**config.mk**
```make
export PLATFORM = sky130hd
export DESIGN_NAME = sync_fifo
export DESIGN_NICKNAME = d
export VERILOG_FILES = /design/src/sync_fifo.sv
export SDC_FILE = /design/constraint.sdc
export NUM_CORES = 1
export LEC_CHECK = 0
export ABC_AREA = 0
export CORE_ASPECT_RATIO = 1.5
export CORE_UTILIZATION = 45
export CTS_BUF_LIST = sky130_fd_sc_hd__clkbuf_2 sky130_fd_sc_hd__clkbuf_4 sky130_fd_sc_hd__clkbuf_8
export DETAILED_ROUTE_END_ITERATION = 8
export DONT_BUFFER_PORTS = 1
export GPL_TIMING_DRIVEN = 0
export SYNTH_ARGS = -nofsm -noshare
export SYNTH_HDL_FRONTEND = slang
export SYNTH_SLANG_ARGS = --single-unit
```
**constraint.sdc**
```tcl
create_clock -name clock -period 6.2 [get_ports clock]
set_clock_uncertainty 0.1 [all_clocks]
set_input_delay 0.31 -clock clock [delete_from_list [all_inputs] [get_ports clock]]
set_output_delay 0.31 -clock clock [all_outputs]
set_load 0.01 [all_outputs]
```
**src/sync_fifo.sv**
```systemverilog
`timescale 1ns/1ps

// single clock FIFO, first word falls through to dout
// DEPTH is expected to be a power of two
module sync_fifo #(
    parameter int WIDTH = 32,
    parameter int DEPTH = 8
) (
    input  logic             clock,
    input  logic             reset,

    input  logic             wr_en,
    input  logic [WIDTH-1:0] din,
    output logic             full,

    input  logic             rd_en,
    output logic [WIDTH-1:0] dout,
    output logic             empty
);

    localparam int addr_bits = $clog2(DEPTH);

    logic [WIDTH-1:0]   mem [DEPTH];

    // extra top bit tells a full ring from an empty one
    logic [addr_bits:0] wr_ptr;
    logic [addr_bits:0] rd_ptr;

    logic               push;
    logic               pop;

    // requests that hit a blocking flag are dropped
    assign push = wr_en && !full;
    assign pop  = rd_en && !empty;

    assign empty = (wr_ptr == rd_ptr);
    assign full  = (wr_ptr[addr_bits] != rd_ptr[addr_bits]) &&
                   (wr_ptr[addr_bits-1:0] == rd_ptr[addr_bits-1:0]);

    // oldest entry shown without waiting for a read
    assign dout = mem[rd_ptr[addr_bits-1:0]];

    always_ff @(posedge clock or posedge reset) begin
        if (reset) begin
            wr_ptr <= '0;
        end else if (push) begin
            wr_ptr <= wr_ptr + 1'b1;
        end
    end

    always_ff @(posedge clock or posedge reset) begin
        if (reset) begin
            rd_ptr <= '0;
        end else if (pop) begin
            rd_ptr <= rd_ptr + 1'b1;
        end
    end

    // write side of the ring
    always_ff @(posedge clock) begin
        if (push) begin
            mem[wr_ptr[addr_bits-1:0]] <= din;
        end
    end

endmodule

```
==> results.yml <==
die:
  chipWidth_um: 126.4
  die_h_um: 188.5
  num_rows: 67
  start_util_pct: 46.29
  io_pins: 70
  core-area_um2: 22550
  die_area_um2: 23820
global_route:
  antenna_found_initial: 0
  grt_usage_pct: 18.53
  gr-total-overflow: 0
  grt_pass1_vias: 5203
  grt_max_degree: 23
  grt_pass1_wl_um: 32050
placement:
  gp_congestion: 0.7558
  io_buffers: 0
  dp_hpwl_um: 13200
  dp_slack_ns: 3.391
route:
  drt_iter0_drc: 343
  drt_first_pass_iters: 4
  ant_nets: 0
  viasPerCell: 5.559
  wl_per_cell_um: 24.79
  wl_um: 20570
  vias: 4614
  drc: 0
cts:
  cts_tree: "built"
  cts.htree.levels: 2
  clockBufferDepth: 3
  cts.sinks: 264
  cts.clk_slew.worst_paths_ns: 0.07
  clock_latency_ns: 0.50
  root_buffer: "clkbuf_8"
  cts_setup_buffers: 0
  cts_buffers: 38
finish:
  antennaDiodeCount: 0
  multi_input_area_um2: 2411
  seqCellArea_um2: 7888
  fin_nets: 566
  final_layout_size_suffix_gt1_share_pct: 33.94
  area_growth_syn_to_layout_pct: 16.61
  final.fill_count: 1699
  utilization_pct: 53.98
synthesis:
  postSynthAreaPerCell_um2: 24.22
  syn-num-nets: 469
  synth_top_cell_area_share_pct: 73.65
  synth_top_area_cell: "edfxtp_1"
  syn_area_um2: 10440
  yosysWarnings: 0
  synth_cell_types: 34
  ys_seq_area_share_pct: 75.57
  syn-instance-count: 431
  synth_seq_cells: 264
  synth_area_leaders: "edfxtp_1 (74%), mux4_2 (9.7%), mux4_1 (4.8%), mux2_4 (3.9%), dfrtp_1 (1.9%)"
sta:
  fin_crit_sh_pct: 45.60
  rsz0062_at_grt: "no"
  finalSetupViolations: 0
  drv_slew: 0
  period_needed_ns: 2.827
  finalHoldViolations: 0
  tightest_slew_ns: 1.043
  relSlewSlack_pct: 29.88
  setup_slack_ns: 3.373
  fmax_ghz: 0.3537
critical_path:
  startpoint_type: "register"
  arrival_ns: 2.98
  critPathMaxFanout: 9
  cp-end-kind: "register"
  cp.required_ns: 6.36
  worstSetupPathType: "reg -> reg"
power_and_ir_drop:
  cellPowerDensity_nw_per_um2: 457.1
  p_leak_nw: 4.046
  peakVddDrop_uv: 205.9
run_status:
  status: "complete, no violations"
min_path:
  worstHoldPathType: "in -> reg"
flow_run:
  cap_violations: 0
==> metal layers <==
metal	wire length (um)	GRT usage (%)	part of all wire, %
met5	0	0	0
met4	469	6.348	2.3
met3	952	3.464	4.6
met2	11140	33.21	54
met1	8014	22.36	39
==> power by group <==
part / switching [W] / total (W) / internal [W] / leakage, nW
sequential: 0.0000678 / 0.00232 / 0.00226 / 2.42
combinational: 0.00103 / 0.00195 / 0.000922 / 1.25
clock: 0.000611 / 0.00129 / 0.000679 / 0.375
==> worst paths after layout <==
| path | start | depth (start not counted) | to | slack [ns] |
|---|---|---|---|---|
| max reg2reg | rd_ptr[2] | 6 | mem[5][22] | 3.37 |
| min in group asynchronous | reset | 2 | rd_ptr[2] | 0.12 |
| min reg2reg | rd_ptr[1] | 2 | rd_ptr[1] | 0.50 |
| max | rd_ptr[2] | 6 | mem[5][22] | 3.37 |
| max in group asynchronous | reset | 2 | wr_ptr[1] | 5.62 |
| min | wr_en | 3 | wr_ptr[2] | 0.04 |
==> kinds of logic after synthesis <==
group                    after synthesis  share of synthesized area (%)
AO/OA/AOI/OAI                          9                         0.9711
XOR/XNOR                               9                         0.9710
adder cells (fa/ha/maj)                2                         0.2397
buffers and inverters                 25                          1.822
flip-flops                           264                          75.57
multiplexers                          98                          19.13
AND/OR/NAND/NOR                       24                          1.295
==> layout make-up <==
| type | instances | area share (%) |
|---|---|---|
| flip-flops and latches | 264 | 64.80 |
| well taps | 276 | 2.837 |
| plain buffers | 22 | 1.470 |
| clock buffers | 55 | 5.397 |
| clock inverters | 11 | 0.4215 |
| inverters | 3 | 0.09252 |
| multi-input cells | 142 | 19.81 |
| repair buffers | 57 | 5.171 |
==> timing repair <==
action | CTS | global route
hold buffers | 35 | 0
resized for setup | 0 | 0
endpoints found under the hold margin | 270 | 0
endpoints found under the setup margin | 0 | 0
==> sequential cells by signal (all words and copies together), names as in the netlist <==
| signal | flops |
|---|---|
| mem | 256 |
| rd_ptr | 4 |
| wr_ptr | 4 |
==> cell usage after synthesis <==
cell type / number
edfxtp_1: 256
mux4_2: 45
mux2_4: 27
mux4_1: 19
dfrtp_1: 8
buf_2: 7
mux2_2: 5
nor2_1: 5
xnor2_1: 5
buf_12: 4
nand2_1: 4
buf_1: 3
clkbuf_1: 3
clkbuf_4: 3
inv_1: 3
nor3_1: 3
o41ai_2: 3
xor2_2: 3
and2_1: 2
and4_1: 2
ha_1: 2
mux2_1: 2
nand2b_1: 2
nand4_1: 2
o311ai_0: 2
o311ai_1: 2
o41ai_1: 2
buf_4: 1
buf_6: 1
nor2b_1: 1
nor4_1: 1
nor4_2: 1
or3_1: 1
xor2_1: 1
==> critical path, stage by stage, from the launching register on <==
cell     delay, ns
dfrtp_1       0.36
buf_4         0.19
xor2_2        0.25
nor4_2        0.95
nor3_2        0.33
buf_8         0.25
buf_6         0.15
==> stage by stage <==
step | instance area (um^2) | std cells | setup TNS (ns) | power [W] | hold WS, ns
CTS | 12170 | 830 | 0 | 0.005669 | 0.007213
detailed placement | 11110 | 729 | 0 | 0.004336 | 0.08356
global route | 12170 | 830 | 0 | 0.005843 | 0.02951
floorplan | 10440 | 431 | 0 | 0.003783 | 0.02566
global placement | 10780 | 707 | -89.13 | 0.004217 | 0.07392
finish | 12170 | 830 | 0 | 0.005564 | 0.03692
==> cell usage in the layout, fill, tap and decap left out, types with 4 or more instances in the layout <==
| cell | count |
|---|---|
| buf_12 | 7 |
| nand2_1 | 4 |
| dfrtp_1 | 8 |
| clkinv_1 | 8 |
| buf_6 | 10 |
| clkbuf_4 | 19 |
| clkbuf_8 | 39 |
| mux2_4 | 27 |
| xnor2_1 | 5 |
| dlygate4sd3_1 | 35 |
| mux2_2 | 5 |
| edfxtp_1 | 256 |
| nor2_4 | 4 |
| buf_4 | 7 |
| buf_2 | 7 |
| mux4_1 | 19 |
| mux4_2 | 45 |
Note: power is estimated with default switching activity, not from simulation.
