$ cat config.mk
export PLATFORM = sky130hd
export DESIGN_NAME = vec_sub_stage
export DESIGN_NICKNAME = d
export VERILOG_FILES = /design/src/vec_pkg.sv /design/src/vec_sub_stage.sv
export SDC_FILE = /design/constraint.sdc
export NUM_CORES = 1
export LEC_CHECK = 0
export BUFFER_PORTS_ARGS = -buffer_cell sky130_fd_sc_hd__buf_4
export CAP_MARGIN = 20
export CORE_AREA = 2 2 189 191
export DETAILED_ROUTE_END_ITERATION = 12
export DIE_AREA = 0 0 191 193
export GPL_ROUTABILITY_DRIVEN = 0
export SLEW_MARGIN = 0
export SYNTH_ARGS = -nofsm -noshare
export SYNTH_HDL_FRONTEND = slang
export SYNTH_SLANG_ARGS = --single-unit
export TNS_END_PERCENT = 30
$ cat constraint.sdc
create_clock -name clock -period 31.7 [get_ports clock]
set_input_delay 3.17 -clock clock [delete_from_list [all_inputs] [get_ports clock]]
set_output_delay 3.17 -clock clock [all_outputs]
set_load 0.03 [all_outputs]
$ cat src/vec_pkg.sv
package vec_pkg;

    // one fixed-point lane
    localparam int word_bits = 32;

    // lanes per vector
    localparam int vec_lanes = 3;

    // flattened vector, lane 0 in the low bits
    localparam int vec_bits = word_bits * vec_lanes;

    // input job word holds a, b and y
    localparam int job_bits = 3 * vec_bits;

    // middle word holds d and y
    localparam int mid_bits = 2 * vec_bits;

endpackage

$ cat src/vec_sub_stage.sv
`timescale 1ns/1ps

// first pipeline stage, d = a - b per lane with y carried along
module vec_sub_stage (
    input  logic                         clock,
    input  logic                         reset,

    input  logic [vec_pkg::job_bits-1:0] job,
    input  logic                         job_empty,
    output logic                         job_rd_en,

    output logic [vec_pkg::mid_bits-1:0] mid,
    input  logic                         mid_full,
    output logic                         mid_wr_en
);

    import vec_pkg::*;

    localparam logic st_take = 1'b0;
    localparam logic st_give = 1'b1;

    logic                 state;
    logic                 next_state;

    logic [word_bits-1:0] a_lane [vec_lanes];
    logic [word_bits-1:0] b_lane [vec_lanes];
    logic [vec_bits-1:0]  d_vec;
    logic [vec_bits-1:0]  y_vec;

    // job layout from low to high is a, b, y
    always_comb begin
        for (int i = 0; i < vec_lanes; i++) begin
            a_lane[i] = job[i*word_bits +: word_bits];
            b_lane[i] = job[vec_bits + i*word_bits +: word_bits];
            // plain 32 bit wrap on overflow
            d_vec[i*word_bits +: word_bits] = a_lane[i] - b_lane[i];
        end
    end

    assign y_vec = job[2*vec_bits +: vec_bits];

    // take pops one job, give pushes it downstream
    always_comb begin
        next_state = state;
        job_rd_en  = 1'b0;
        mid_wr_en  = 1'b0;

        case (state)
            st_take: begin
                if (!job_empty) begin
                    job_rd_en  = 1'b1;
                    next_state = st_give;
                end
            end
            st_give: begin
                if (!mid_full) begin
                    mid_wr_en  = 1'b1;
                    next_state = st_take;
                end
            end
            default: next_state = st_take;
        endcase
    end

    always_ff @(posedge clock or posedge reset) begin
        if (reset) begin
            state <= st_take;
        end else begin
            state <= next_state;
        end
    end

    // result held here until the middle FIFO has room
    always_ff @(posedge clock) begin
        if (job_rd_en) begin
            mid <= {y_vec, d_vec};
        end
    end

endmodule

==> out/qor.txt <==
outcome: finished clean
site row count: 69
asr flop ratio synth: 0.00518
Pins Over Slew Limit: 0
Via-to-Cell Ratio: 4.83
worst min-delay path class: reg2reg
family with the most delay on the worst path: buffers and inverters
Crit. End Element: output pin
first drt pass iteration count: 5
Cells after Synth: 1036
share of layout cells above drive strength 1: 0.350
Setup Viol. Count Final: 0
CP Data Required Time: 28.53 ns
dpl hpwl: 28100 microns
dpl cell area: 0.0155 sq mm
Remaining Overflow, GRT: 0
Tightest Pin Transition: 0.907 ns
number of synthesized flops with an enable pin: 192
Top FF cell, synth: edfxtp_1
worst-skew pair later-pin latency: 0.45 ns
# Post-CTS Setup Buffers: 0
WS Path Type: in2out
CTS tree: yes
Post-Syn Nets: 1424
Synth Cell Area: 0.0114 sq mm
post-synth cell types: 69
post-synthesis register bit count: 193
min Tclk post-route: 6.84 ns
placed cells: 1958
post-CTS sizing: 0
crit-path most repeated cell: buf_4
CTS root buffer: clkbuf_16
fmax: 146 MHz
pwr dens: 49.0 mW/mm^2
Num CTS Buffers: 17
Max Cap Viol: 0
most frequent cells in the layout: buf_4, edfxtp_1, inv_1
clock input transition at the sequential cells of the worst setup and hold paths: 0.07 ns
Finished Cell Area: 0.0161 sq mm
Synth Warn #: 0
Area Growth Syn to Fin: 41.9%
die span in y: 193 microns
Max H-tree Level: 4
I/O Buffers: 485
Slowest-stage cell, CP: buf_4
largest stage delay on the critical path: 0.21 ns
Final Non-Filler Cells: 1993
Remaining DRCs: 0
relative slew slack: 0.396
vias in the first global route: 9549
initial antenna violation count: 3
worst path bufs/invs: 2
Hold-fix buffers, CTS: 0
Critical Path Fanout Max: 3
CTS Sinks: 193
first-pass GRT wire length: 51000 microns
critical path arrival: 3.67 ns
pin count of the biggest net entering global routing: 71
via count of the routed design: 9621
layout filler cell count: 3331
Die ar.: 0.0369 sq mm
RSZ-0062 raised after global routing: false
drt wl/cell: 17.4 microns
Fin. Hold Viols: 0
CP cell instances: buf_4 -> nor2_4 -> buf_4
Die X-Extent: 191 microns
DRT iter0 DRCs: 446
Nets: 1904
DRT antenna net count: 0
IO Pins: 486
final worst-path cycle share: 0.216
Initial Util: 0.325
GRT Util Overall: 0.181
Layout Skew: 0.00703 ns
Final TNS setup: 0 ns
maximum vdd drop: 0.0377 mV
commonest non-fill, non-tap cell in the layout: buf_4
Pleak: 7.38 nW
syn avg cell area: 11.0 sq um
Core ar.: 0.0350 sq mm
startpoint class of the critical path: input pin
Detailed Route WL: 34600 microns
clk buf depth: 2
sequential area share after synthesis: 0.510
==> power breakdown <==
group          leakage, nW  total [W]  switching, W  internal [W]
Sequential            1.82   0.000323    0.00000705      0.000316
Combinational         5.26   0.000239      0.000140     0.0000986
Clock                0.290   0.000228      0.000103      0.000125
Total                 7.38   0.000790      0.000250      0.000540
==> sequential cells by signal, indices dropped and copies added, names as in the netlist <==
signal	cells
mid	192
state	1
==> layout make-up <==
| cell class | instances | area [sq um] | share of cell area |
|---|---|---|---|
| Antenna cell | 3 | 7.51 | 0.000466 |
| Sequential cell | 193 | 5790 | 0.359 |
| Clock inverter | 14 | 178 | 0.0110 |
| Tap cell | 461 | 577 | 0.0358 |
| Clock buffer | 18 | 429 | 0.0266 |
| Multi-Input combinational cell | 690 | 4990 | 0.310 |
| Inverter | 126 | 473 | 0.0294 |
| Timing Repair Buffer | 488 | 3660 | 0.227 |
==> kinds of logic after synthesis <==
| family | after synthesis | share of synthesized area |
|---|---|---|
| simple gates | 224 | 0.0972 |
| buf+inv | 153 | 0.0508 |
| compound gates | 288 | 0.170 |
| mux | 3 | 0.00265 |
| flops | 193 | 0.510 |
| xor+xnor | 79 | 0.0610 |
| fa+ha+maj | 96 | 0.108 |
==> worst paths after layout <==
| path | slack, ns | start | endpoint | cells after the start |
|---|---|---|---|---|
| min in group asynchronous | 2.55 | reset | state$_DFF_PP0_ | 2 |
| max in group asynchronous | 29.05 | reset | state$_DFF_PP0_ | 2 |
| worst max-delay path | 24.86 | job_empty | job_rd_en | 3 |
| worst min register to register | 0.57 | state$_DFF_PP0_ | state$_DFF_PP0_ | 1 |
| worst min-delay path | 0.57 | state$_DFF_PP0_ | state$_DFF_PP0_ | 1 |
| worst max register to register | 29.15 | state$_DFF_PP0_ | mid[124]$_DFFE_PP_ | 3 |
==> per-layer routing <==
layer,part of all wire,global-route usage,vias to the layer above
li1,-,-,4735
met1,0.38,0.199,4466
met2,0.50,0.325,382
met3,0.095,0.0664,38
met4,0.020,0.0581,0
met5,0,0,-
==> cells in the mapped netlist (all sizes together), types with 4 or more instances <==
master     n  share of area
and3      10         0.0055
a31oi      6         0.0033
o21ai     53          0.024
o2111ai    5         0.0039
or3        5         0.0028
o31a       4         0.0031
nor2b     10         0.0055
and2       6         0.0033
a211oi     5         0.0037
a21oi     92          0.041
a21boi     7         0.0053
o21bai    11         0.0073
o21a      14         0.0093
xnor2     57          0.044
a21o      50          0.033
inv      126          0.042
edfxtp   192           0.51
xor2      22          0.017
ha        93           0.10
nand2b    12         0.0066
clkbuf    26         0.0087
nor2      54          0.018
nand3     29          0.013
o211ai     7         0.0046
nor3      17         0.0075
nand2     53          0.018
nand4     17         0.0094
o31ai      4         0.0051
==> through the flow <==
| step | setup WS (ns) | utilization | hold WS [ns] | total power, W |
|---|---|---|---|---|
| after CTS | 24.83 | 0.461 | 0.571 | 0.000800 |
| final | 24.86 | 0.461 | 0.569 | 0.000790 |
| after floorplan | 17.07 | - | 0.469 | 0.000482 |
| after detailed placement | 24.83 | 0.443 | 0.554 | 0.000569 |
| after global placement | 24.82 | 0.443 | 0.549 | 0.000566 |
| after global routing | 24.83 | 0.461 | 0.584 | 0.000828 |
==> worst reg2reg max path: cells and delay by family, from the launching register on <==
kind	cells	cell delay (ns)
simple gates	1	0.16
buf+inv	2	1.55
flops	1	0.42
Power figures use the tool's default switching activity.
